--- config.mk ---
export PLATFORM = sky130hd
export DESIGN_NAME = fetch
export DESIGN_NICKNAME = d
export VERILOG_FILES = /design/src/fetch.sv
export VERILOG_INCLUDE_DIRS = /design/src
export SDC_FILE = /design/constraint.sdc
export NUM_CORES = 2
export LEC_CHECK = 0
export BUFFER_PORTS_ARGS = -buffer_cell sky130_fd_sc_hd__buf_2
export CELL_PAD_IN_SITES_DETAIL_PLACEMENT = 1
export CELL_PAD_IN_SITES_GLOBAL_PLACEMENT = 1
export CORE_MARGIN = 2
export CORE_UTILIZATION = 45
export CTS_BUF_LIST = sky130_fd_sc_hd__clkbuf_2 sky130_fd_sc_hd__clkbuf_4 sky130_fd_sc_hd__clkbuf_8
export DETAILED_ROUTE_END_ITERATION = 10
export HOLD_SLACK_MARGIN = 0.12
export MAX_ROUTING_LAYER = met4
export PLACE_DENSITY = 0.67
export RECOVER_POWER = 100
export SLEW_MARGIN = 40
export SYNTH_ARGS = -nofsm -noshare
export SYNTH_HDL_FRONTEND = slang
export SYNTH_SLANG_ARGS = --single-unit
--- constraint.sdc ---
create_clock -name clk_i -period 4.32 [get_ports clk_i]
set_input_delay 0 -clock clk_i [delete_from_list [all_inputs] [get_ports clk_i]]
set_output_delay 0 -clock clk_i [all_outputs]
set_load 0.03 [all_outputs]
--- src/tartaruga_config.svh ---
`ifndef TARTARUGA_CONFIG_SVH
`define TARTARUGA_CONFIG_SVH

// data and address width
`define TARTARUGA_XLEN 32

// must stay a power of two
`define TARTARUGA_ROB_DEPTH 4

// instruction words
`define TARTARUGA_IMEM_DEPTH 64

`endif

--- src/fetch.sv ---
`default_nettype none

`include "tartaruga_config.svh"

module fetch (
    input  logic                                      clk_i,
    input  logic                                      rstn_i,
    input  logic                                      run_i,
    input  logic                                      stall_i,
    input  logic                                      redirect_i,
    input  logic [`TARTARUGA_XLEN-1:0]                redirect_pc_i,
    input  logic                                      imem_we_i,
    input  logic [$clog2(`TARTARUGA_IMEM_DEPTH)-1:0]  imem_addr_i,
    input  logic [31:0]                               imem_data_i,
    output logic [`TARTARUGA_XLEN-1:0]                pc_o,
    output logic [31:0]                               instr_o,
    output logic                                      valid_o
);
    localparam int AW = $clog2(`TARTARUGA_IMEM_DEPTH);

    logic [31:0]                imem [`TARTARUGA_IMEM_DEPTH];
    logic [`TARTARUGA_XLEN-1:0] pc_q;

    // program load port
    always_ff @(posedge clk_i) begin
        if (imem_we_i) begin
            imem[imem_addr_i] <= imem_data_i;
        end
    end

    // redirect wins over both stall and run
    always_ff @(posedge clk_i) begin
        if (!rstn_i) begin
            pc_q <= '0;
        end else if (redirect_i) begin
            pc_q <= redirect_pc_i;
        end else if (run_i && !stall_i) begin
            pc_q <= pc_q + 'd4;
        end
    end

    assign pc_o    = pc_q;
    // word index, wraps past the end of memory
    assign instr_o = imem[pc_q[AW+1:2]];
    assign valid_o = run_i;

endmodule

`default_nettype wire

### After elaboration in Yosys (flattened, before gate mapping)

Memory sizes are Yosys's and may differ from the RTL's. A register that Yosys moved wholly into a read port is not among the register bits.
Index checks and enable logic that the tools add are counted.

* word-level logic and storage cells: 12
* bits of input ports: 76
* bits in writable memories: 2048
* bits in registers: 32
* memories kept: 1
* output and inout port bits: 65

* $add $sub $neg: 1
* muxes and demuxes: 6
* reductions and logical operators: 3

Memories
* imem: depth 64, width 32, rd ports 1, clocked after Yosys merged registers in 1, write ports 1, line fetch.sv:21 `` logic [31:0] imem [`TARTARUGA_IMEM_DEPTH]; ``

Operators by type and width (count)
* 2-to-1 mux 32 bit: 2
* adder 32 x 3 -> 32 bit, second input constant: 1
* 2-to-1 mux 6 bit: 2
* 2-to-1 mux 1 bit: 2
* nonzero test 2 bit: 1
* logical AND 1 bit: 1
* zero test 1 bit: 1

### Longest topological paths before layout

* depth after elaboration: 6
* gate-level depth with buffers: 10
* depth with buffers taken out: 6

### Least setup slack after synthesis

OpenSTA, ideal clock, no wires.

* path type: input-to-reg
* from: input imem_addr_i[5]
* to: memory imem[48][0], enable pin
* data arrival time: 2.886 ns
* library setup time: 0.461 ns
* cell stages on the path: 4
* buffers on the path: 1
* setup slack: 0.973 ns
* required time: 3.859 ns
* cell sequence: clkbuf_1 -> nand3_1 -> or3_1 -> nor3_1

RTL lines
* from (decl): line fetch.sv:13 `` input logic [$clog2(`TARTARUGA_IMEM_DEPTH)-1:0] imem_addr_i, ``
* to (decl): line fetch.sv:21

Straight into the memory's write port.

==> impl_metrics.env <==
export IMPL_place_congestion=0.795
export IMPL_vdd_drop_max_v=0.000357
export IMPL_ys_warn_count=0
export IMPL_max_slew_margin=-1.45
export IMPL_final_max_slew_viol_count=3281
export IMPL_cts_tree="done"
export IMPL_wl_per_cell_um=33.6
export IMPL_grt_pass1_wl_um=333000
export IMPL_yosys_top_cells_area="edfxtp_1, mux4_2, mux2i_1"
export IMPL_synth_compound_area_share=0.0332
export IMPL_worst_slack_ns=0.126
export IMPL_initial_core_util=0.453
export IMPL_synth_adder_area_share=0.000157
export IMPL_synthArstFlopShare=0
export IMPL_rsz0062_at_grt="no"
export IMPL_synth_top_area_cell="edfxtp_1"
export IMPL_power_frac_clock=0.396
export IMPL_placed_area_mm2=0.0849
export IMPL_cts_made_buffers=344
export IMPL_hold_violations=0
export IMPL_fin_crit_ns=4.19
export IMPL_fmax_mhz=238
export IMPL_start_kind="register"
export IMPL_seqPwrFrac=0.538
export IMPL_clkSinkCount=2086
export IMPL_drt_iter0_drc=5327
export IMPL_hold_path_class="input port to register"
export IMPL_first_pass_iters=6
export IMPL_syn_inst=3678
export IMPL_fillers=15600
export IMPL_route_detailed_drc=0
export IMPL_holdWs_ns=0.330
export IMPL_ys_types=55
export IMPL_synth_xor_area_frac=0.00307
export IMPL_worst_slew_pin_slew_ns=3.67
export IMPL_pre_cts_slack_ns=1.13
export IMPL_syn_avg_cell_area_um2=21.7
export IMPL_p_comb_frac=0.066
export IMPL_synth_edf_count=2048
export IMPL_p_sw_frac=0.229
export IMPL_grt_total_usage=0.267
export IMPL_synth_simple_gate_area_frac=0.0199
export IMPL_grt_max_degree=97
export IMPL_finalSetupViolations=0
export IMPL_hpwlAfterDp_um=130000
export IMPL_total_power_mw=41.9
export IMPL_synth_seq_cells=2086
export IMPL_drive_above_1_share=0.262
export IMPL_final_area_mm2=0.0922
export IMPL_core_area_mm2=0.176
export IMPL_intPower_mw=32.3
export IMPL_synth_top_area_share=0.770
export IMPL_leakage_nw=28.5
export IMPL_die_w_um=425
export IMPL_maxCapViolCount=84
export IMPL_htreeDepth=5
export IMPL_vias=42200
export IMPL_powerDensity_mw_per_mm2=454
export IMPL_antenna_found_initial=7
export IMPL_finalWirelength_um=233000
export IMPL_root_buffer="clkbuf_8"
export IMPL_vias_per_cell=6.10
export IMPL_crit_fanout=37
export IMPL_area_growth_pct=15.4
export IMPL_clock_latency_ns=1.04
export IMPL_rows=154
export IMPL_critPathKind="register to output pin"
export IMPL_ys_flop_type="edfxtp_1"
export IMPL_synthMuxAreaShare=0.150
export IMPL_synth_top_family_by_area="multiplexers"
export IMPL_antenna_left=0
export IMPL_grt_overflow=0
export IMPL_syn_cell_area_mm2=0.0799
export IMPL_crit_required_ns=4.32
export IMPL_grt_pass1_vias=44400
export IMPL_yosysMostFrequentCell="edfxtp_1"
export IMPL_clk_pin_slew_ns=0.06
export IMPL_fp_dieArea_mm2=0.181
export IMPL_io_pins=141
export IMPL_portBuffers=140
export IMPL_synth_common_cells="edfxtp_1, mux4_2, mux2i_1, a22oi_1, nor2_1"
export IMPL_nets=4423
export IMPL_seq_area_frac_synth=0.779
export IMPL_mappedNetlistNets=3755
export IMPL_outcome="complete, but fails checks"
export IMPL_period_share=0.971
export IMPL_violations="capacitance limit, slew limit"
export IMPL_switchingPower_mw=9.58
export IMPL_die_h_um=425
export IMPL_tns_ns=0
export IMPL_cts_path_max_buffers=4
export IMPL_skew_ns=0.0357
export IMPL_endpoint_kind="output pin"
export IMPL_arrival_ns=4.19
repair_timing:
action,in CTS,in global routing
pin swaps,0,0
hold endpoints to repair,2497,0
gates resized for setup,3,1
setup endpoints to repair,4,6
setup buffers,0,2
hold buffers,228,0
flip-flops by register name (all words and copies together), names as in the netlist, named ones only:
name,cells
imem,2048
pc_o,32
metal layers:
metal	GRT usage	share of wire	vias up
met3	0.0432	0.076	503
met5	-	0	-
met1	0.353	0.40	22800
met4	0.0913	0.040	0
met2	0.422	0.49	2015
li1	-	-	16900
critical path, cell delays in order, from the launching register on:
cell	delay, ns
dfxtp_4	0.79
nor2b_4	0.67
buf_6	0.38
buf_4	0.30
a22oi_1	0.13
nand2_1	0.18
o22ai_1	0.12
nor2_1	0.24
buf_2	0.25
cells in the final DEF (no fill, tap or decap), drive strengths merged, types with 11 or more instances in the layout:
cell type	n
edfxtp	2048
clkbuf	684
a22o	14
a22oi	127
o22ai	66
nor3	20
o21ai	49
a31oi	28
o221ai	24
nand3	20
buf	120
nor2b	17
dlygate4sd3	202
nand2	76
mux4	459
a21oi	64
mux2i	158
xor2	12
nor2	116
and2	14
dfxtp	38
clkinv	105
and4	11
xnor2	16
nand4	13
per-stage QoR:
| step | cells | utilization |
|---|---|---|
| floorplan | 3678 | - |
| global placement | 6090 | 0.479 |
| detailed placement | 6106 | 0.481 |
| CTS | 6919 | 0.533 |
| global route | 6928 | 0.523 |
| finish | 6929 | 0.523 |
path summary, 6_finish.rpt:
check	startpoint	endpoint	slack [ns]	cells after the start
min reg2reg	pc_o[2]	register	0.95	3
max reg2reg	pc_o[3]	pc_o[30]	0.99	7
min	redirect_i	register	0.33	5
max	register	instr_o[24]	0.13	8
cell families after synthesis:
logic type / count (synthesis)
compound gates: 395
mux: 620
xor+xnor: 28
fa+ha+maj: 1
flops: 2086
buf+inv: 221
simple gates: 327
power by group through the flow:
stage	Combinational (mW)	Clock [mW]	Sequential (mW)
floorplan	1.50	0	22.9
CTS	2.84	16.8	22.5
detailed placement	2.59	0	22.9
global placement	2.54	0	22.9
finish	2.74	16.6	22.5
global route	2.90	17.7	22.5
cell type report:
type / count / area, µm² / share of cell area
flip-flops and latches: 2086 / 62300 / 0.675
multi-input cells: 1371 / 16600 / 0.180
clock buffers: 470 / 5760 / 0.0625
repair buffers: 536 / 3990 / 0.0433
well taps: 2340 / 2930 / 0.0317
clock inverters: 115 / 599 / 0.00650
inverters: 7 / 26.3 / 0.000285
diodes: 4 / 10.0 / 0.000109
No activity file was read; power rests on OpenSTA's default activity.
