**src/tartaruga_config.svh**
```systemverilog
`ifndef TARTARUGA_CONFIG_SVH
`define TARTARUGA_CONFIG_SVH

// data and address width
`define TARTARUGA_XLEN 32

// must stay a power of two
`define TARTARUGA_ROB_DEPTH 4

// instruction words
`define TARTARUGA_IMEM_DEPTH 64

`endif

```
**src/tartaruga_pkg.sv**
```systemverilog
`default_nettype none

`include "tartaruga_config.svh"

package tartaruga_pkg;

    typedef enum logic [3:0] {
        OP_ADD,
        OP_SUB,
        OP_AND,
        OP_OR,
        OP_XOR,
        OP_SLT,
        OP_LUI,
        OP_BEQ,
        OP_BNE,
        OP_NOP
    } alu_op_e;

    typedef logic [4:0] reg_addr_t;

    typedef logic [$clog2(`TARTARUGA_ROB_DEPTH)-1:0] rob_idx_t;

    typedef struct packed {
        logic [`TARTARUGA_XLEN-1:0] pc;
        alu_op_e                    op;
        reg_addr_t                  rs1;
        reg_addr_t                  rs2;
        reg_addr_t                  rd;
        logic                       we;
        logic                       use_imm;
        logic [`TARTARUGA_XLEN-1:0] imm;
        logic [`TARTARUGA_XLEN-1:0] br_off;
    } decoded_t;

endpackage

`default_nettype wire

```
**src/regfile.sv**
```systemverilog
`default_nettype none

`include "tartaruga_config.svh"

module regfile (
    input  logic                       clk_i,
    input  logic                       rstn_i,
    input  tartaruga_pkg::reg_addr_t   rs1_i,
    input  tartaruga_pkg::reg_addr_t   rs2_i,
    input  tartaruga_pkg::reg_addr_t   rd_i,
    input  logic                       we_i,
    input  logic [`TARTARUGA_XLEN-1:0] wdata_i,
    output logic [`TARTARUGA_XLEN-1:0] rdata1_o,
    output logic [`TARTARUGA_XLEN-1:0] rdata2_o
);
    logic [`TARTARUGA_XLEN-1:0] regs [32];

    // architectural state starts at zero
    always_ff @(posedge clk_i) begin
        if (!rstn_i) begin
            for (int i = 0; i < 32; i++) begin
                regs[i] <= '0;
            end
        end else if (we_i && rd_i != '0) begin
            regs[rd_i] <= wdata_i;
        end
    end

    assign rdata1_o = (rs1_i == '0) ? '0 : regs[rs1_i];
    assign rdata2_o = (rs2_i == '0) ? '0 : regs[rs2_i];

endmodule

`default_nettype wire

```
**config.mk**
```make
export PLATFORM = sky130hd
export DESIGN_NAME = regfile
export DESIGN_NICKNAME = d
export VERILOG_FILES = /design/src/tartaruga_pkg.sv /design/src/regfile.sv
export VERILOG_INCLUDE_DIRS = /design/src
export SDC_FILE = /design/constraint.sdc
export NUM_CORES = 2
export LEC_CHECK = 0
export BUFFER_PORTS_ARGS = -buffer_cell sky130_fd_sc_hd__clkbuf_2
export CAP_MARGIN = 20
export CORE_MARGIN = 5
export CORE_UTILIZATION = 45
export CTS_BUF_LIST = sky130_fd_sc_hd__clkbuf_4
export DETAILED_ROUTE_END_ITERATION = 8
export GPL_TIMING_DRIVEN = 0
export SETUP_SLACK_MARGIN = 0.15
export SYNTH_ARGS = -nofsm -noshare
export SYNTH_HDL_FRONTEND = slang
export SYNTH_SLANG_ARGS = --single-unit
```
**constraint.sdc**
```tcl
create_clock -name clk_i -period 5.6 [get_ports clk_i]
set_input_delay 0.56 -clock clk_i [delete_from_list [all_inputs] [get_ports clk_i]]
set_output_delay 0.56 -clock clk_i [all_outputs]
set_load 0.02 [all_outputs]
```
=== After elaboration in Yosys (flattened, before gate mapping) ===
Memories as Yosys holds them, arrays and structs flattened.
Index checks and enable logic that the tools add are counted.

* Multiplexer cells: 9
* Reduce and logical (&&, ||, !) cells: 5

{| class="wikitable"
|+ Operators by type and width
! operator !! count
|-
| 32-bit 2-to-1 mux || 3
|-
| 32-bit OR reduction || 1
|-
| 5-bit logical NOT || 2
|-
| 1-bit 2-to-1 mux || 5
|-
| 5-bit 2-to-1 mux || 1
|-
| 5-bit nonzero test || 1
|-
| 1-bit logical AND || 1
|}

* Flip-flop bits (word level): 0
* Memories kept: 1
* Bits in writable memories: 1024
* Output and inout bits: 64
* Word-level logic and storage cells: 15
* Input bits: 50

{| class="wikitable"
|+ Memories
! name !! words !! width !! read ports !! clocked after memory_dff !! wr ports !! RTL line !! text
|-
| regs || 32 || 32 || 2 || 0 || 32 || regfile.sv:16 || <nowiki>logic [`TARTARUGA_XLEN-1:0] regs [32];</nowiki>
|}

=== Depth between registers and ports, before layout ===
* Word-level depth: 7
* Gate-level depth with buffers: 9
* Depth with buffers taken out: 4

=== Worst setup path before layout ===
Ideal clock, no wire load.

* Kind: input to register
* Start point: in rstn_i
* End point: mem regs[24][0] (netlist bit), enable pin
* Data required time: 5134 ps
* Path buffers: 2
* Library setup time: 466 ps
* Arrival time: 3630 ps
* Cell stages on the path: 5
* Slack: 1504 ps
* Path through: buf_2 > nand2_1 > or3_1 > clkbuf_1 > o21ai_0

{| class="wikitable"
|+ RTL lines
! item !! RTL line !! text
|-
| start: declaration || regfile.sv:7 || <nowiki>input logic rstn_i,</nowiki>
|-
| end: declaration || regfile.sv:16 ||
|}

=== Final worst setup path ===
* Start point: in rs2_i[2]
* End point: out rdata2_o[13]

* Longest elaborated chain between the ends: 2
* Elaborated cells between the ends (all ways): 3
* Classes of those cells: mux: 1; reduce/logical: 1; memory: 1

{| class="wikitable"
|+ Ends and longest elaborated chain
! item !! RTL line !! text
|-
| start: declaration || regfile.sv:9 || <nowiki>input tartaruga_pkg::reg_addr_t rs2_i,</nowiki>
|-
| memory 32 x 32 bit / 5-bit logical NOT (equally long branches) || n/a ||
|-
| 32-bit 2-to-1 mux (*) || regfile.sv:30 || <nowiki>assign rdata2_o = (rs2_i == '0) ? '0 : regs[rs2_i];</nowiki>
|-
| end: declaration || regfile.sv:14 || <nowiki>output logic [`TARTARUGA_XLEN-1:0] rdata2_o</nowiki>
|}

Every way passes the cells marked *; elsewhere a longest branch is shown, timed or not.

==> results.ini <==
[outcome]
run_status=finished clean

[clock_network]
post-cts-setup-buffers=0
clock_sinks=1024
cts_root_buffer=clkbuf_4
ctsLongestPathBuffers=4
post_cts_resize_count=0
cts-htree-levels=5
cts_tree=done
total_cts_buffers=296
clk_pin_slew_worst_paths_ns=0.06

[synth]
asyncSetResetFlopFracSynth_pct=0
yosys-top-cells-area=edfxtp_1, mux4_2, and2_1, mux2i_1, clkbuf_1
synth-simple-area-share_pct=13.0
multiplexer_share_of_the_synthesized_area_pct=23.0
mappedNetlistArea_mm2=0.0542
yosys_warnings=0
synth-edff-count=1024
yosysTopAreaCellShare_pct=56.7
yosys.cell_types.count=41
synth-seq-cells=1024
synthesis.instances=3509
synth-compound-area-share_pct=3.96
synthFlopType=edfxtp_1
dominant_combinational_cell_family_by_area_after_synthesis=multiplexers
synth-xor-area-share_pct=0
synthDominantAreaCellType=edfxtp_1
ys_seq_area_share_pct=56.7
avgSynthCellArea_um2=15.4
yosys.area_share.adder_pct=0

[run]
drv.max_cap_violation_count=0

[critical_path]
path_delay_family=buffers and inverters
cpMaxStageDelayCell=nor3_1
crit_path_cell_trace=buf_2, buf_2, buf_4, nand3b_1, clkbuf_1, o221ai_1, a211oi_1, nor3_1, clkbuf_2
worstPathArrival_ns=5.02
worstPathBufferInverterCount=5
path_common_cell=buf_2
required_time_worst_endpoint_ns=5.04
worstSetupStartpointType=input pin
timing.critical_path.slowest_cell_delay_ns=0.92
setup.worst_path.end_class=primary output
worst-path-max-fanout=10
worst-setup-path-type=in -> out

[placement]
place.detailed.hpwl_um=155000
gp_congestion=0.961
port_buffers=107

[global_routing]
vias_in_the_first_global_route=37500
globalRouteOverflowTotal=0
grt_first_pass_wirelength_um=296000
antenna_found_initial=13
grt_use_total_pct=34.0
grt_max_degree=23

[cells_and_area]
post_layout_utilization_of_the_core_pct=52.1
largest_register_ff_count=1024
footprint_of_the_multi_input_gates_mm2=0.0221
layout-area-overhead-vs-synth_pct=15.1
drive_above_1_share_pct=29.8
seq_area_mm2=0.0307
nets=4094
fillerInstances=10200
top_register=regs
top_regs=regs x1024

[die]
die_height_um=357
io_pins=114
floorplan.die_area_mm2=0.127
core-area_mm2=0.120
rows=127
dieWidth_um=357
floorplan.initialDensity_pct=45.2

[timing]
tightest_slew_ns=1.25
finalSetupViolations=0
fin_crit_sh_pct=99.7
min_period_ns=5.58
rsz0062_at_grt=no
setup_tns_ns=0
achievable-frequency_mhz=179
relSlewSlack_pct=16.4
timing_max_transition_violations_final=0
hold_viol=0

[route]
initialDrtViolationCount=6379
wire_length_after_detailed_routing_um=219000
post-route-drc-count=0
vias=37900
route.detailed.vias_per_inst=6.49
drtPass1Iterations=6
postRouteAntennaNets=0
wl_per_cell_um=37.5

[hold_path]
hold_class=in -> reg

[power]
vdd_drop_max_v=0.000209
cellPowerDensity_mw_per_mm2=297
power.leakage_nw=21.8

## layout by cell type, fill, tap and decap left out, types with 14 or more instances in the layout
cell           synthesis  layout
conb_1                 1      32
diode_2                0      14
buf_8                  0      19
buf_2                 49      49
edfxtp_1            1024    1024
mux2_2                30      30
clkbuf_1             275     273
and2_1               996     996
buf_12                 0      18
mux2i_1              154     154
o22ai_1               79      79
a22oi_1               18      18
buf_4                 37      38
dlygate4sd3_1          0      33
clkinv_1               0      34
o221ai_1              27      27
nor3_1                54      54
buf_16                 0      25
a211oi_1              34      34
nor2b_1               15      15
a2111oi_0             17      17
nor2_1                36      35
clkbuf_4               0     429
o21ai_4                0      31
clkbuf_2               0     110
a22o_1                51      51
mux4_2               470     470
buf_6                 19      21
## report_power, final
part	total [W]	switching (W)	internal (W)
Combinational	0.00266	0.00163	0.00103
Clock	0.00677	0.00326	0.00351
Sequential	0.00908	0.000227	0.00886
## per-layer routing
layer	part of all wire (%)	up-vias	wire length, um	global-route usage [%]
li1	-	14900	-	-
met3	13	628	29500	11.6
met4	6.3	4	13800	19.3
met5	0.010	-	22	0
met1	37	19300	81700	45.3
met2	43	3106	94300	49.1
## path summary, 6_finish.rpt
kind	slack [ns]	cells after the start	start	end
worst min-delay path	0.23	3	wdata_i[23]	regs[5][23]
worst max-delay path	0.02	9	rs2_i[2]	rdata2_o[13]
## cell type report
cell class | instances | area share [%]
buffer | 388 | 2.89
antenna | 14 | 0.0562
multi-input combinational | 2126 | 35.5
tap | 1612 | 3.23
clock buffer | 429 | 5.16
sequential | 1024 | 49.3
clock inverter | 42 | 0.301
inverter | 2 | 0.0120
timing repair buffer | 206 | 3.58
## kinds of logic (layout without fill, tap and decap cells)
logic type	Yosys count	count (layout)
AOI/OAI and AO/OA	291	291
buffers and inverters	390	1067
DFF	1024	1024
muxes	654	654
other	1	46
and+or+nand+nor	1149	1149
## Yosys cell counts, types with 17 or more instances
library cell	number
clkbuf_1	275
a211oi_1	34
o221ai_1	27
o21ai_0	33
a22o_1	51
buf_4	37
nor2_1	36
buf_2	49
mux4_2	470
and2_1	996
a22oi_1	18
mux2i_1	154
edfxtp_1	1024
a2111oi_0	17
o22ai_1	79
nor3_1	54
buf_6	19
mux2_2	30
## repair_timing
item / CTS / global route
hold buffers: 33 / 0
hold endpoints to repair: 250 / 0
setup endpoints to repair: 0 / 0
## stage by stage
stage	power (W)	setup slack, ns	hold WS [ns]	area, um2	std cells
2_1_floorplan	0.0106	1.50	0.758	54300	3540
3_3_place_gp	0.0117	-2.23	0.910	56900	5259
3_5_place_dp	0.0118	0.367	0.920	58500	5318
4_1_cts	0.0184	0.366	0.124	62300	5822
5_1_grt	0.0190	0.167	0.177	62400	5837
6_report	0.0185	0.0182	0.230	62400	5843
Power figures use the tool's default switching activity.
