<file path="src/tartaruga_config.svh">
`ifndef TARTARUGA_CONFIG_SVH
`define TARTARUGA_CONFIG_SVH

// data and address width
`define TARTARUGA_XLEN 32

// must stay a power of two
`define TARTARUGA_ROB_DEPTH 4

// instruction words
`define TARTARUGA_IMEM_DEPTH 64

`endif

</file>
<file path="src/tartaruga_pkg.sv">
`default_nettype none

`include "tartaruga_config.svh"

package tartaruga_pkg;

    typedef enum logic [3:0] {
        OP_ADD,
        OP_SUB,
        OP_AND,
        OP_OR,
        OP_XOR,
        OP_SLT,
        OP_LUI,
        OP_BEQ,
        OP_BNE,
        OP_NOP
    } alu_op_e;

    typedef logic [4:0] reg_addr_t;

    typedef logic [$clog2(`TARTARUGA_ROB_DEPTH)-1:0] rob_idx_t;

    typedef struct packed {
        logic [`TARTARUGA_XLEN-1:0] pc;
        alu_op_e                    op;
        reg_addr_t                  rs1;
        reg_addr_t                  rs2;
        reg_addr_t                  rd;
        logic                       we;
        logic                       use_imm;
        logic [`TARTARUGA_XLEN-1:0] imm;
        logic [`TARTARUGA_XLEN-1:0] br_off;
    } decoded_t;

endpackage

`default_nettype wire

</file>
<file path="src/decoder.sv">
`default_nettype none

`include "tartaruga_config.svh"

module decoder (
    input  logic [`TARTARUGA_XLEN-1:0] pc_i,
    input  logic [31:0]                instr_i,
    output tartaruga_pkg::decoded_t    decoded_o
);
    logic [6:0]                 opcode;
    logic [2:0]                 funct3;
    logic [6:0]                 funct7;
    logic [`TARTARUGA_XLEN-1:0] imm_i;
    logic [`TARTARUGA_XLEN-1:0] imm_u;
    logic [`TARTARUGA_XLEN-1:0] imm_b;
    tartaruga_pkg::alu_op_e     op;

    assign opcode = instr_i[6:0];
    assign funct3 = instr_i[14:12];
    assign funct7 = instr_i[31:25];

    assign imm_i = {{20{instr_i[31]}}, instr_i[31:20]};
    assign imm_u = {instr_i[31:12], 12'b0};
    assign imm_b = {{20{instr_i[31]}}, instr_i[7], instr_i[30:25], instr_i[11:8], 1'b0};

    always_comb begin
        op = tartaruga_pkg::OP_NOP;
        case (opcode)
            7'b0110011: begin
                case ({funct7, funct3})
                    10'b0000000_000: op = tartaruga_pkg::OP_ADD;
                    10'b0100000_000: op = tartaruga_pkg::OP_SUB;
                    10'b0000000_111: op = tartaruga_pkg::OP_AND;
                    10'b0000000_110: op = tartaruga_pkg::OP_OR;
                    10'b0000000_100: op = tartaruga_pkg::OP_XOR;
                    10'b0000000_010: op = tartaruga_pkg::OP_SLT;
                    default:         op = tartaruga_pkg::OP_NOP;
                endcase
            end
            7'b0010011: begin
                case (funct3)
                    3'b000:  op = tartaruga_pkg::OP_ADD;
                    3'b111:  op = tartaruga_pkg::OP_AND;
                    3'b110:  op = tartaruga_pkg::OP_OR;
                    3'b100:  op = tartaruga_pkg::OP_XOR;
                    default: op = tartaruga_pkg::OP_NOP;
                endcase
            end
            7'b0110111: op = tartaruga_pkg::OP_LUI;
            7'b1100011: begin
                case (funct3)
                    3'b000:  op = tartaruga_pkg::OP_BEQ;
                    3'b001:  op = tartaruga_pkg::OP_BNE;
                    default: op = tartaruga_pkg::OP_NOP;
                endcase
            end
            default: op = tartaruga_pkg::OP_NOP;
        endcase
    end

    always_comb begin
        decoded_o.pc      = pc_i;
        decoded_o.op      = op;
        decoded_o.rd      = instr_i[11:7];
        decoded_o.br_off  = imm_b;
        decoded_o.use_imm = (opcode == 7'b0010011) || (op == tartaruga_pkg::OP_LUI);
        decoded_o.imm     = (op == tartaruga_pkg::OP_LUI) ? imm_u : imm_i;
        // unused source fields read as x0 so they never cause a stall
        decoded_o.rs1 = (op == tartaruga_pkg::OP_NOP || op == tartaruga_pkg::OP_LUI) ?
                        '0 : instr_i[19:15];
        decoded_o.rs2 = (opcode == 7'b0110011 || opcode == 7'b1100011) && op != tartaruga_pkg::OP_NOP ?
                        instr_i[24:20] : '0;
        decoded_o.we  = op != tartaruga_pkg::OP_BEQ && op != tartaruga_pkg::OP_BNE &&
                        op != tartaruga_pkg::OP_NOP && instr_i[11:7] != 5'd0;
    end

endmodule

`default_nettype wire

</file>
<file path="config.mk">
export PLATFORM = sky130hd
export DESIGN_NAME = decoder
export DESIGN_NICKNAME = d
export VERILOG_FILES = /design/src/tartaruga_pkg.sv /design/src/decoder.sv
export VERILOG_INCLUDE_DIRS = /design/src
export SDC_FILE = /design/constraint.sdc
export NUM_CORES = 1
export LEC_CHECK = 0
export ABC_AREA = 1
export BUFFER_PORTS_ARGS = -buffer_cell sky130_fd_sc_hd__buf_2
export CAP_MARGIN = 20
export CORE_MARGIN = 2
export CORE_UTILIZATION = 29
export DETAILED_ROUTE_END_ITERATION = 8
export GPL_TIMING_DRIVEN = 0
export PLACE_DENSITY = 0.84
export SYNTH_ARGS = -nofsm -noshare
export SYNTH_HDL_FRONTEND = slang
export SYNTH_SLANG_ARGS = --single-unit
</file>
<file path="constraint.sdc">
create_clock -name vclk -period 1.4
set_input_delay 0.28 -clock vclk [all_inputs]
set_output_delay 0.28 -clock vclk [all_outputs]
set_load 0.02 [all_outputs]
</file>
# After elaboration in Yosys (flattened, before gate mapping)

Cells that the tools add are included.

Flip-flop bits (word level): 0
Input port bits: 64
Output and inout bits: 117
Logic and storage cells: 35

Eq/ne operators: 18
Mux-type cells: 7
Reductions and logical operators: 10

Operators with widths:

| cell                                                   | count |
|---|---|
| one-hot mux 4 bit (4 select lines)                     | 2 |
| 2-to-1 mux 31 bit                                      | 1 |
| == test 10 x 3 -> 1 bit (second input constant)        | 3 |
| one-hot mux 4 bit (6 select lines)                     | 1 |
| == test 7 x 6 -> 1 bit (second input constant)         | 2 |
| == test 10 x 2 -> 1 bit (second input constant)        | 1 |
| == test 10 x 9 -> 1 bit (second input constant)        | 1 |
| logical NOT 10 bit                                     | 1 |
| 2-to-1 mux 5 bit                                       | 2 |
| == test 3 bit (second input constant)                  | 3 |
| inequality test 4 bit (second input constant)          | 2 |
| one-hot mux 4 bit (2 select lines)                     | 1 |
| == test 7 x 5 -> 1 bit (second input constant)         | 1 |
| == test 7 bit (second input constant)                  | 1 |
| nonzero test 5 bit                                     | 1 |
| == test 4 x 3 -> 1 bit (second input constant)         | 1 |
| == test 4 bit (second input constant)                  | 1 |
| logical AND 1 bit                                      | 4 |
| inequality test 4 x 3 -> 1 bit (second input constant) | 1 |
| == test 3 x 1 -> 1 bit (second input constant)         | 1 |
| logical NOT 3 bit                                      | 1 |
| logical OR 1 bit                                       | 3 |

# Logic depth before layout (Yosys ltp)

Depth after elaboration: 7
Gate-level depth with buffers: 11

# Least setup slack after synthesis

OpenSTA, ideal clock, no wires.

Kind: in2out
Start: input instr_i[3]
End: output decoded_o[65] in the netlist's numbering
Data arrival time: 1.556 ns
Setup slack: -0.436 ns
Stages on the path: 9
Path buffers: 0
Cells stage by stage: inv_1 -> nand2_1 -> nor2_2 -> nand2_2 -> nand2_4 -> nor2_2 -> nor2_1 -> nand2_2 -> a211oi_1

RTL lines:

| element         | line         | text |
|---|---|---|
| start, declared | decoder.sv:7 | `input logic [31:0] instr_i,` |
| end, declared   | decoder.sv:8 | `output tartaruga_pkg::decoded_t decoded_o` |

==> results.sh <==
export IMPL_outcome="complete, but fails checks"
export IMPL_violations="negative setup slack"
export IMPL_ys_seq_area_frac=0
export IMPL_top_usage_layer="met2"
export IMPL_crit_path_max_incr_delay_ps=160
export IMPL_ios=181
export IMPL_grt_max_degree=23
export IMPL_grt_remaining_overflow=0
export IMPL_nets=463
export IMPL_port_buffers=148
export IMPL_rsz0062_at_grt="yes"
export IMPL_regArea_um2=0
export IMPL_layout_common_cells="buf_4 (112), buf_2 (88), buf_6 (43), nor2_4 (32), inv_1 (13)"
export IMPL_startpoint_type="input pin"
export IMPL_p_per_area_mw_per_mm2=310
export IMPL_detail_route_drc_violations=0
export IMPL_crit_type="in2out"
export IMPL_arrival_ps=1630
export IMPL_synth_cell_type_count=22
export IMPL_die_w_um=70.6
export IMPL_area_growth_pct=161
export IMPL_antenna_found_initial=0
export IMPL_drive_above_1_share=0.907
export IMPL_first_pass_iters=4
export IMPL_die_area_mm2=0.00498
export IMPL_routed_wl_mm=6.78
export IMPL_setup_viol=46
export IMPL_hold_buffers=0
export IMPL_drt_iter0_drc=85
export IMPL_peakVddDrop_mv=0.209
export IMPL_met2_usage=0.370
export IMPL_final_util=0.777
export IMPL_hpwlAfterDp_mm=3.72
export IMPL_diodes=0
export IMPL_min_path_type="in2out"
export IMPL_final_common_cell="buf_4"
export IMPL_dp_cells=418
export IMPL_slew_violations=0
export IMPL_cap_violations=0
export IMPL_crit_buf_inv=3
export IMPL_use_met3=0.0256
export IMPL_avgSynthCellArea_um2=5.89
export IMPL_finalHoldViolCount=0
export IMPL_yosys_warnings=0
export IMPL_design_seq_count=0
export IMPL_fmax_mhz=523
export IMPL_routabilityCongestion=0.796
export IMPL_required_ps=1120
export IMPL_synth_area_mm2=0.00128
export IMPL_start_util=0.297
export IMPL_setup_slack_ps=-513
export IMPL_period_needed_ps=1910
export IMPL_cp_max_fo=5
export IMPL_use_met1=0.215
export IMPL_fin_cells=449
export IMPL_viasPerCell=4.52
export IMPL_fill_cells=279
export IMPL_core_area_mm2=0.00432
export IMPL_end_kind="output pin"
export IMPL_power_leakage_nw=1.72
export IMPL_grt_usage=0.189
export IMPL_critPathTopFamily="simple AND/OR/NAND/NOR gates"
export IMPL_period_share=1.37
export IMPL_grt_first_pass_wirelength_mm=8.05
export IMPL_clkbuf_count=0
export IMPL_wl_per_cell_um=15.1
export IMPL_num_rows=24
export IMPL_chipHeight_um=70.6
export IMPL_syn_instance_count=218
export IMPL_crit_chain="buf_4, inv_2, nand2_1, o21ai_1, o21ai_1, nand2_1, nor2_4, nand3_4, nand2_8, nand2_8, nor2_4, buf_6"
export IMPL_ant_nets=0
export IMPL_crit_slowest_cell="o21ai_1"
export IMPL_synth_fp_nets=282
export IMPL_grt_pass1_vias=1812
export IMPL_vias=2028
-- worst paths after layout --
kind	start	to	slack, ps	cells after the start
hold / removal	pc_i[1]	decoded_o[86]	780	2
setup / recovery	instr_i[13]	decoded_o[77]	-510	12
-- power breakdown --
part           total [W]  internal, W  switching (W)
Clock                  0            0              0
Combinational    0.00104     0.000488       0.000555
Sequential             0            0              0
Total            0.00104     0.000488       0.000555
-- repair_timing --
item | in CTS | in global routing
pin swaps | 29 | 17
endpoints found under the setup margin | 44 | 46
resized for setup | 120 | 106
cloned | 1 | 2
buffers inserted | 16 | 13
-- area by class of cell --
cell class,instances,area (µm²),area share
timing repair buffer,179,1370,0.408
multi-input combinational,111,1130,0.336
buffer,74,603,0.180
inverter,33,191,0.0570
tap,52,65.1,0.0194
-- Yosys cell counts, types with 4 or more instances --
library cell / n / area, µm²
nand2_1: 17 / 63.8
nand3_1: 10 / 50.1
nand2_4: 7 / 78.8
inv_1: 28 / 105
o21ai_0: 20 / 100
buf_4: 70 / 526
nand2_2: 4 / 25.0
inv_2: 5 / 18.8
nor2_1: 23 / 86.3
nor2_2: 16 / 100
-- logic make-up (layout without fill, tap and decap cells) --
family / count (synthesis) / in the layout / synth area share
buffers and inverters: 107 / 286 / 0.519
AND/OR/NAND/NOR: 84 / 84 / 0.360
AO/OA/AOI/OAI: 26 / 26 / 0.118
other: 1 / 1 / 0.00292
-- metrics by stage --
stage	total power (W)	TNS, ps	cell area, µm²	hold slack [ps]	setup WS (ps)
final	0.00104	-15480	3360	777	-513
after global routing	0.00109	-17610	3360	781	-561
after CTS	0.000866	-12270	2840	778	-407
after detailed placement	0.000756	-18910	2290	778	-697
after global placement	0.000745	-18360	2290	778	-665
after floorplan	0.000516	-4530	1490	673	-256
-- routing by layer --
| metal | routed length [µm] | part of all wire | up-vias |
|---|---|---|---|
| li1 | - | - | 966 |
| met1 | 2390 | 0.35 | 920 |
| met2 | 3680 | 0.54 | 128 |
| met3 | 501 | 0.074 | 14 |
| met4 | 203 | 0.030 | 0 |
| met5 | 0 | 0 | - |
Power figures use the tool's default switching activity.
