==> config.mk <==
export PLATFORM = sky130hd
export DESIGN_NAME = exe_flat
export DESIGN_NICKNAME = d
export VERILOG_FILES = /design/src/tartaruga_pkg.sv /design/src/tartaruga_if.sv /design/src/exe.sv /design/src/flat_wrapper.sv
export VERILOG_INCLUDE_DIRS = /design/src
export SDC_FILE = /design/constraint.sdc
export NUM_CORES = 1
export LEC_CHECK = 0
export BUFFER_PORTS_ARGS = -buffer_cell sky130_fd_sc_hd__buf_2
export CAP_MARGIN = 15
export CORE_MARGIN = 4
export CORE_UTILIZATION = 45
export CTS_CLUSTER_DIAMETER = 150
export DETAILED_ROUTE_END_ITERATION = 7
export PLACE_DENSITY = 0.71
export SKIP_CTS_REPAIR_TIMING = 1
export SLEW_MARGIN = 20
export SYNTH_ARGS = -nofsm -noshare
export SYNTH_HDL_FRONTEND = slang
export SYNTH_SLANG_ARGS = --single-unit
==> constraint.sdc <==
create_clock -name clk_i -period 10.59 [get_ports clk_i]
set_input_delay 1.059 -clock clk_i [delete_from_list [all_inputs] [get_ports clk_i]]
set_output_delay 1.059 -clock clk_i [all_outputs]
set_load 0.05 [all_outputs]
==> src/tartaruga_config.svh <==
`ifndef TARTARUGA_CONFIG_SVH
`define TARTARUGA_CONFIG_SVH

// data and address width
`define TARTARUGA_XLEN 32

// must stay a power of two
`define TARTARUGA_ROB_DEPTH 4

// instruction words
`define TARTARUGA_IMEM_DEPTH 64

`endif

==> src/tartaruga_pkg.sv <==
`default_nettype none

`include "tartaruga_config.svh"

package tartaruga_pkg;

    typedef enum logic [3:0] {
        OP_ADD,
        OP_SUB,
        OP_AND,
        OP_OR,
        OP_XOR,
        OP_SLT,
        OP_LUI,
        OP_BEQ,
        OP_BNE,
        OP_NOP
    } alu_op_e;

    typedef logic [4:0] reg_addr_t;

    typedef logic [$clog2(`TARTARUGA_ROB_DEPTH)-1:0] rob_idx_t;

    typedef struct packed {
        logic [`TARTARUGA_XLEN-1:0] pc;
        alu_op_e                    op;
        reg_addr_t                  rs1;
        reg_addr_t                  rs2;
        reg_addr_t                  rd;
        logic                       we;
        logic                       use_imm;
        logic [`TARTARUGA_XLEN-1:0] imm;
        logic [`TARTARUGA_XLEN-1:0] br_off;
    } decoded_t;

endpackage

`default_nettype wire

==> src/tartaruga_if.sv <==
`default_nettype none

`include "tartaruga_config.svh"

// one instruction leaving decode for exe
interface issue_if;
    logic                       valid;
    tartaruga_pkg::decoded_t    decoded;
    tartaruga_pkg::rob_idx_t    rob_idx;
    logic [`TARTARUGA_XLEN-1:0] rs1_val;
    logic [`TARTARUGA_XLEN-1:0] rs2_val;

    modport master (output valid, decoded, rob_idx, rs1_val, rs2_val);
    modport slave (input valid, decoded, rob_idx, rs1_val, rs2_val);
endinterface

// result written back into the reorder buffer
interface complete_if;
    logic                       valid;
    tartaruga_pkg::rob_idx_t    rob_idx;
    logic [`TARTARUGA_XLEN-1:0] result;
    logic                       branch_taken;
    logic [`TARTARUGA_XLEN-1:0] target;

    modport master (output valid, rob_idx, result, branch_taken, target);
    modport slave (input valid, rob_idx, result, branch_taken, target);
endinterface

`default_nettype wire

==> src/exe.sv <==
`default_nettype none

`include "tartaruga_config.svh"

module exe (
    input logic        clk_i,
    input logic        rstn_i,
    issue_if.slave     issue,
    complete_if.master complete,
    input logic        flush_i
);
    logic [`TARTARUGA_XLEN-1:0] op_a;
    logic [`TARTARUGA_XLEN-1:0] op_b;
    logic [`TARTARUGA_XLEN-1:0] result;
    logic                       taken;

    assign op_a = issue.rs1_val;
    assign op_b = issue.decoded.use_imm ? issue.decoded.imm : issue.rs2_val;

    always_comb begin
        result = '0;
        taken  = 1'b0;
        case (issue.decoded.op)
            tartaruga_pkg::OP_ADD: result = op_a + op_b;
            tartaruga_pkg::OP_SUB: result = op_a - op_b;
            tartaruga_pkg::OP_AND: result = op_a & op_b;
            tartaruga_pkg::OP_OR:  result = op_a | op_b;
            tartaruga_pkg::OP_XOR: result = op_a ^ op_b;
            tartaruga_pkg::OP_SLT: result = {{(`TARTARUGA_XLEN-1){1'b0}}, $signed(op_a) < $signed(op_b)};
            tartaruga_pkg::OP_LUI: result = op_b;
            // branches compare the two registers and write nothing
            tartaruga_pkg::OP_BEQ: taken = issue.rs1_val == issue.rs2_val;
            tartaruga_pkg::OP_BNE: taken = issue.rs1_val != issue.rs2_val;
            default:               result = '0;
        endcase
    end

    always_ff @(posedge clk_i) begin
        if (!rstn_i || flush_i) begin
            complete.valid <= 1'b0;
        end else begin
            complete.valid <= issue.valid;
        end
    end

    always_ff @(posedge clk_i) begin
        complete.rob_idx      <= issue.rob_idx;
        complete.result       <= result;
        complete.branch_taken <= taken;
        complete.target       <= issue.decoded.pc + issue.decoded.br_off;
    end

endmodule

`default_nettype wire

==> src/flat_wrapper.sv <==
// flat-port wrapper written by rule: the top's interface ports become plain ports
module exe_flat 
  (clk_i, rstn_i, flush_i, issue_valid, issue_decoded, issue_rob_idx, issue_rs1_val, issue_rs2_val, complete_valid, complete_rob_idx, complete_result, complete_branch_taken, complete_target);
  issue_if issue_i ();
  complete_if complete_i ();
  input logic clk_i;
  input logic rstn_i;
  input logic flush_i;
  input wire logic [$bits(issue_i.valid)-1:0] issue_valid;
  input wire logic [$bits(issue_i.decoded)-1:0] issue_decoded;
  input wire logic [$bits(issue_i.rob_idx)-1:0] issue_rob_idx;
  input wire logic [$bits(issue_i.rs1_val)-1:0] issue_rs1_val;
  input wire logic [$bits(issue_i.rs2_val)-1:0] issue_rs2_val;
  output wire logic [$bits(complete_i.valid)-1:0] complete_valid;
  output wire logic [$bits(complete_i.rob_idx)-1:0] complete_rob_idx;
  output wire logic [$bits(complete_i.result)-1:0] complete_result;
  output wire logic [$bits(complete_i.branch_taken)-1:0] complete_branch_taken;
  output wire logic [$bits(complete_i.target)-1:0] complete_target;
  assign issue_i.valid = issue_valid;
  assign issue_i.decoded = issue_decoded;
  assign issue_i.rob_idx = issue_rob_idx;
  assign issue_i.rs1_val = issue_rs1_val;
  assign issue_i.rs2_val = issue_rs2_val;
  assign complete_valid = complete_i.valid;
  assign complete_rob_idx = complete_i.rob_idx;
  assign complete_result = complete_i.result;
  assign complete_branch_taken = complete_i.branch_taken;
  assign complete_target = complete_i.target;
  exe u_core (.clk_i(clk_i), .rstn_i(rstn_i), .issue(issue_i), .complete(complete_i), .flush_i(flush_i));
endmodule
Yosys cells after proc, flatten, opt, wreduce, memory -nomap -nowiden. Cells that the tools add are included.

Register bits after elaboration: 68. Latch bits: 0. Bits in writable memories: 0. ROM bits: 0. Memories: 0.

Add/sub/neg operators: 3. Multipliers: 0. Div/mod/pow operators: 0. Order comparisons: 1. Equality and inequality tests: 10. Shift-type cells: 0. Muxes and demuxes: 3. Bitwise logic cells: 3. Reductions and logical operators: 3.

Operator list (number): case mux 32 bit (7 select lines) (1); adder 32 bit (2); bitwise AND 32 bit (1); equality test 32 bit (1); < comparator 32 bit (1); two-way mux 32 bit (1); != test 32 bit (1); bitwise OR 32 bit (1); subtractor 32 bit (1); XOR 32 bit (1); equality test 4 x 3 -> 1 bit, second input constant (4); equality test 4 x 2 -> 1 bit, second input constant (2); equality test 4 x 1 -> 1 bit, second input constant (1); equality test 4 bit, second input constant (1); zero test 4 bit (1); case mux 1 bit (2 select lines) (1); zero test 1 bit (1); logical OR 1 bit (1).

Longest topological paths before layout. Gate-level depths: netlist of run 1.

Word-level depth: 3. Mapped depth: 17.

Worst setup path after synthesis of run 1. Ideal clock, no wire load.

Kind: input -> register. From: in issue_decoded[64]. To: reg u_core.complete.result[28]. Setup time: 114 ps. Arrival: 5063 ps. Required time: 10476 ps. Path slack: 5413 ps. Stages: 16. Path buffers: 3. Cells stage by stage: clkbuf_1 clkbuf_1 clkbuf_1 mux2i_1 inv_1 ha_1 fa_1 a21o_1 a221o_1 a211oi_2 o21ai_1 a31o_2 a31oi_4 o21bai_1 a221o_1 a21o_1.

Longest elaborated chain between the ends: 3. Elaborated cells on any way between the ends: 7. Those cells by class: add/sub: 2; mux: 2; bitwise: 3.

RTL lines: start: declaration (RTL line flat_wrapper.sv:10) `input wire logic [$bits(issue_i.decoded)-1:0] issue_decoded;`; two-way mux 32 bit * (RTL line exe.sv:18) `assign op_b = issue.decoded.use_imm ? issue.decoded.imm : issue.rs2_val;`; subtractor 32 bit, or another cell as far along (RTL line exe.sv:25) `tartaruga_pkg::OP_SUB: result = op_a - op_b;`; case mux 32 bit (7 select lines) * (RTL line exe.sv:23) `case (issue.decoded.op)`; via u_core.result[28] (RTL line exe.sv:14) `` logic [`TARTARUGA_XLEN-1:0] result; ``; end: declaration (RTL line tartaruga_if.sv:25) `modport master (output valid, rob_idx, result, branch_taken, target);`.

Mark *: on every way through the listed nets, which the timed path passes. The rest lies on a longest branch. A chain may end at the register's enable or synchronous reset.

Final worst setup path of run 1.
From: in issue_decoded[64]. To: reg u_core.complete.result[30].

Same word-level chain as after synthesis.

==> out/metrics.csv, run 1 <==
metric,value,unit
slew_headroom,37.0,%
dieArea,21700,µm²
drv_cap,0,
antenna_found_initial,2,
ant_nets,0,
drcViolationCount,0,
synth_mux_area_share,3.99,%
clk_pin_slew_worst_paths,60,ps
numCtsBuffers,9,
whs,809,ps
p_leak,0.00516,µW
synth_ff_type,dfxtp_1,
ys_types,83,
place_congestion,0.926,
max-clock-path-buffers,2,
synth_top_family_by_area,compound AO/OA/AOI/OAI gates,
cp.required,10790,ps
synthTopCellsByArea,"ha_1, dfxtp_1, a21oi_1",
syn2layout_area_growth,18.9,%
start_kind,input pin,
ys_seq_area_share,15.6,%
die_h,147,µm
core-area,18900,µm²
fin_nets,1643,
post_drt_wl_per_cell,18.1,µm
syn-num-nets,1444,
syn_avg_cell_area,7.88,µm²
first_pass_iters,5,
synth_compound_area_share,32.4,%
slowest_stage,buf_4,
synth.top_cell.area_share,20.4,%
yosys.area_share.adder,21.1,%
finalCritPeriodShare,46.8,%
die_x,147,µm
initial_core_util,46.3,%
async_flop_share,0,%
cp_num_buf_inv,3,
synth_top_area_cell,ha_1,
drt_wl_total,28.5,mm
clock_sinks,68,
postLayoutSetupSlackWorst,5630,ps
cp.arrival,5160,ps
overflow,0,
synthSimpleGateAreaFrac,13.7,%
grt_start_max_net_pins,33,
diodes,0,
wl_met3,2.17,mm
rows,50,
min_path_type,in -> reg,
outcome,completed,
drive_gt1_share,23.9,%
peakVddDrop,0.0777,mV
synth-edff-count,0,
crit_cells,16,
drt_iter0_markers,598,
ios,255,
cts_max_level,3,
cts_tree,done,
yosys_warnings,0,
worstSetupStartpoint,issue_decoded[64],
finalHoldViolations,0,
routed_via_density,5.82,
critPathKind,in -> reg,
fmax,202,MHz
dr_wl_met2,13.3,mm
worst_pin_slew,941,ps
slew_violations,0,
synth_area,8750,µm²
synth_cells,1111,
grt_pass1_vias,8763,
crit_chain,"buf_2, buf_4, mux2i_1, inv_1, ha_1, fa_1, a21o_1, a221o_1, a211oi_2, o21ai_1, a31o_2, a31oi_4, o21ai_1, a221o_1, nand2_1, o2111ai_1",
rsz0062_at_grt,false,
crit_end,u_core.complete.result[30]$_DFF_P_,
cpPeakStageDelay,460,ps
root_buffer,clkbuf_16,
grt_usage,25.0,%
powerDensity,127,nW/µm²
grt_pass1_wl,44.4,mm
met1Wirelength,12.2,mm
post-place-ws,5360,ps
vias,9174,
highest_layer,met5,
synth_xor_area_share,6.40,%
cp_max_fo,32,
fin_tns_setup,0,ps
place_hpwl,22.0,mm
finalSetupViolCount,0,
end_kind,register,
synth-seq-cells,68,
path_delay_family,compound AO/OA/AOI/OAI gates,
portBuffers,238,
min_period,4960,ps
## area by class of cell
| class | instances | area (µm²) |
|---|---|---|
| flip-flops and latches | 68 | 1360 |
| repair buffers | 245 | 1240 |
| inverters | 96 | 360 |
| clock buffers | 9 | 225 |
| fillers | 1823 | 8490 |
| well taps | 260 | 325 |
| clock inverters | 7 | 82.6 |
| multi-input cells | 890 | 6810 |
## Yosys cell counts (4+ instances only)
master and n:
a211oi_1 14, a21o_1 41, a21oi_1 96, a221o_1 8
a221oi_1 15, a22oi_1 9, a31oi_1 9, and2_1 7
and3_1 9, buf_1 4, buf_2 11, clkbuf_1 40
dfxtp_1 68, ha_1 143, inv_1 96, mux2_2 15
mux2i_1 18, nand2_1 58, nand2b_1 14, nand3_1 10
nand4_1 11, nor2_1 74, nor2b_1 14, nor3_1 14
nor4_1 12, o2111ai_1 4, o211ai_1 21, o21a_1 6
o21ai_0 51, o21ai_1 12, o21bai_1 18, o221ai_1 14
o22ai_1 27, o31ai_1 7, o41ai_1 5, or3_1 4
xnor2_1 21, xor2_1 43
## flip-flops by register name, summed over array words and instances (netlist names)
register / flops
u_core.complete.target: 32
u_core.complete.valid: 1
u_core.complete.result: 32
u_core.complete.rob_idx: 2
u_core.complete.branch_taken: 1
## metrics by stage
stage | instance area [µm²] | total power [µW] | instances | utilization [%]
6_report | 10400 | 1320 | 1575 | 55.1
5_1_grt | 10400 | 1390 | 1575 | 55.1
4_1_cts | 10400 | 1320 | 1575 | 55.1
3_5_place_dp | 10100 | 987 | 1559 | 53.5
3_3_place_gp | 10100 | 980 | 1559 | 53.4
2_1_floorplan | 8750 | 811 | 1111 | -
## worst min path at each step
stage	slack, ps	startpoint	cells after the start	to
floorplan	1090	issue_rob_idx[0]	0	u_core.complete.rob_idx[0]$_DFF_P_
global placement	1160	issue_rob_idx[0]	1	u_core.complete.rob_idx[0]$_DFF_P_
detailed placement	1160	issue_rob_idx[0]	1	u_core.complete.rob_idx[0]$_DFF_P_
CTS	800	issue_rob_idx[0]	1	u_core.complete.rob_idx[0]$_DFF_P_
global route	800	issue_rob_idx[0]	1	u_core.complete.rob_idx[0]$_DFF_P_
finish	810	issue_rob_idx[0]	1	u_core.complete.rob_idx[0]$_DFF_P_
## cells by family (layout without fill, tap and decap cells)
logic type / count (synthesis) / in the layout
AOI/OAI and AO/OA: 404 / 404
xor gates and xnor gates: 64 / 64
adders and majority gates: 146 / 146
buffers and inverters: 153 / 357
DFF: 68 / 68
muxes: 33 / 33
and+or+nand+nor: 243 / 243
## cells in the final DEF, fill, tap and decap left out, types with 11 or more instances in the layout
master | Yosys | routed
o221ai_1 | 14 | 14
xnor2_1 | 21 | 21
o211ai_1 | 21 | 21
inv_1 | 96 | 96
o22ai_1 | 27 | 27
nor2_1 | 74 | 73
nor3_1 | 14 | 13
mux2_2 | 15 | 15
o21bai_1 | 18 | 18
nor4_1 | 12 | 12
a21oi_1 | 96 | 96
o21ai_0 | 51 | 51
a21o_1 | 41 | 41
ha_1 | 143 | 143
o21ai_1 | 12 | 12
a221oi_1 | 15 | 15
a211oi_1 | 14 | 14
nor2b_1 | 14 | 14
xor2_1 | 43 | 43
nand2_1 | 58 | 57
buf_2 | 11 | 238
nand4_1 | 11 | 11
dfxtp_1 | 68 | 68
mux2i_1 | 18 | 18
nand2b_1 | 14 | 14
## where the power goes
group          internal, µW  switching [µW]
clock network           187             143
logic                   219             459
registers               302            10.1
## routing by layer
layer	vias to the layer above	track usage [%]
met5	-	0
met3	52	5.33
met1	4261	31.3
li1	4461	-
met2	396	42.2
met4	4	9.18
No activity file was read; power rests on OpenSTA's default activity.
==> run 2: changes to the inputs <==
==> constraint.sdc (replaced) <==
create_clock -name clk_i -period 4.6 [get_ports clk_i]
set_input_delay 0.46 -clock clk_i [delete_from_list [all_inputs] [get_ports clk_i]]
set_output_delay 0.46 -clock clk_i [all_outputs]
set_load 0.05 [all_outputs]
==> run 2 against run 1 <==
Effect of this change:
- cell count increased by 0.57%
- sequential cell count unchanged
- critical path depth decreased by 2
- clock power increased by 130%
- clock-buffer cell count unchanged
- worst setup slack got worse by 4900 ps
- die area unchanged
- wire length increased by 1.1%
- highest routed layer unchanged
- non-clock buffer count increased by 7
- core utilization increased by 0.26 points
- first-iteration DRC count increased by 13%
==> out/metrics.csv, run 2 (synthesis gave the netlist of run 1 again) <==
metric,value,unit,change
powerDensity,292,nW/µm²,+130%
drcViolationCount,0,,unchanged
grt_pass1_vias,8879,,+1.3%
whs,207,ps,-601 ps
root_buffer,clkbuf_16,,
drt_iter0_markers,676,,+13%
fmax,258,MHz,
fin_tns_setup,0,ps,unchanged
rsz0062_at_grt,false,,
finalHoldViolations,0,,unchanged
post-place-ws,429,ps,-4930 ps
ant_nets,0,,unchanged
cpMostUsedCell,o21ai_1,,
post_drt_wl_per_cell,18.2,µm,+0.53%
start_kind,input pin,,
postLayoutSetupSlackWorst,722,ps,-4910 ps
cp.arrival,4110,ps,-1050 ps
numCtsBuffers,9,,unchanged
drt_wl_total,28.8,mm,+1.1%
outcome,completed,,
slowest_stage,mux2i_1,,
finalCritPeriodShare,84.3,%,
portBuffers,238,,unchanged
fin_nets,1650,,+0.43%
cpPeakStageDelay,450,ps,about the same
p_leak,0.00519,µW,+0.72%
rows,50,,unchanged
dpl_cell_area,10100,µm²,+0.42%
stdcell_area,10500,µm²,+0.47%
final_cell_mix,"buf_2, ha_1, inv_1, a21oi_1, nor2_1",,
min_period,3880,ps,
critPathKind,in -> reg,,
antenna_found_initial,3,,+1
core-area,18900,µm²,unchanged
grt_usage,25.4,%,+0.48 points
end_kind,register,,
vias,9240,,+0.72%
drive_gt1_share,24.2,%,+0.33 points
finalSetupViolCount,0,,unchanged
min_path_type,in -> reg,,
worst_pin_slew,1140,ps,+202 ps
cp_max_fo,13,,-59%
clock_sinks,68,,unchanged
grt_start_max_net_pins,31,,-6.1%
max-clock-path-buffers,2,,unchanged
slew_violations,0,,unchanged
ios,255,,unchanged
clk_pin_slew_worst_paths,70,ps,about the same
top_regs,"u_core.complete.result (32), u_core.complete.target (32), u_core.complete.rob_idx (2)",,
grt_pass1_wl,45.2,mm,+1.8%
cts_max_level,3,,unchanged
cts_tree,done,,
overflow,0,,unchanged
die_x,147,µm,unchanged
cp.required,4830,ps,-5960 ps
layout_commonest_cell,buf_2,,
place_congestion,0.956,,+3.2%
placed_cells,1566,,+0.45%
first_pass_iters,5,,unchanged
peakVddDrop,0.172,mV,+120%
drv_cap,0,,unchanged
slew_headroom,23.4,%,-14 points
place_hpwl,22.6,mm,+3.0%
routed_via_density,5.83,,+0.15%
die_h,147,µm,unchanged
syn2layout_area_growth,19.5,%,
fin_cells,1584,,+0.57%
dieArea,21700,µm²,unchanged
crit_chain,"buf_2, buf_4, mux2i_1, ha_1, a21oi_1, o21ai_1, a31o_2, a41oi_1, o21ai_2, a21oi_4, o21ai_1, a311o_1, a221oi_1, o21ai_1",,
initial_core_util,46.3,%,unchanged
==> run 2: stage by stage <==
step	utilization [%]	power (µW)
CTS	55.3	3050
detailed placement	53.7	2280
global placement	53.7	2260
finish	55.3	3050
global route	55.3	3220
floorplan	-	1870
==> run 2: worst paths after layout <==
check,slack (ps),endpoint,startpoint,cells past startpoint
min,210,u_core.complete.rob_idx[0]$_DFF_P_,issue_rob_idx[0],1
max,720,u_core.complete.result[27]$_DFF_P_,issue_decoded[64],14
==> run 2: area by class of cell <==
class | instances | area (µm²)
antenna | 2 | 5.00
clock buffer | 9 | 225
clock inverter | 7 | 83.8
fill | 1843 | 8440
inverter | 96 | 360
multi-input combinational | 890 | 6800
sequential | 68 | 1360
tap | 260 | 325
timing repair buffer | 252 | 1300
==> run 2: layer usage <==
metal | up-vias | share of wire [%] | GRT usage [%]
li1 | 4468 | - | -
met1 | 4307 | 42 | 32.4
met2 | 405 | 46 | 43.1
met3 | 58 | 8.5 | 5.12
met4 | 2 | 2.6 | 8.62
met5 | - | 0.049 | 0
==> run 2: where the power goes <==
part           switching, µW  internal, µW
Combinational           1060           509
Sequential              23.1           694
Clock                    333           430
==> run 2: critical path, delay by kind of cell <==
kind / cells / cell delay (ps)
buf+inv: 2 / 450
compound gates: 10 / 2300
fa+ha+maj: 1 / 440
mux: 1 / 450
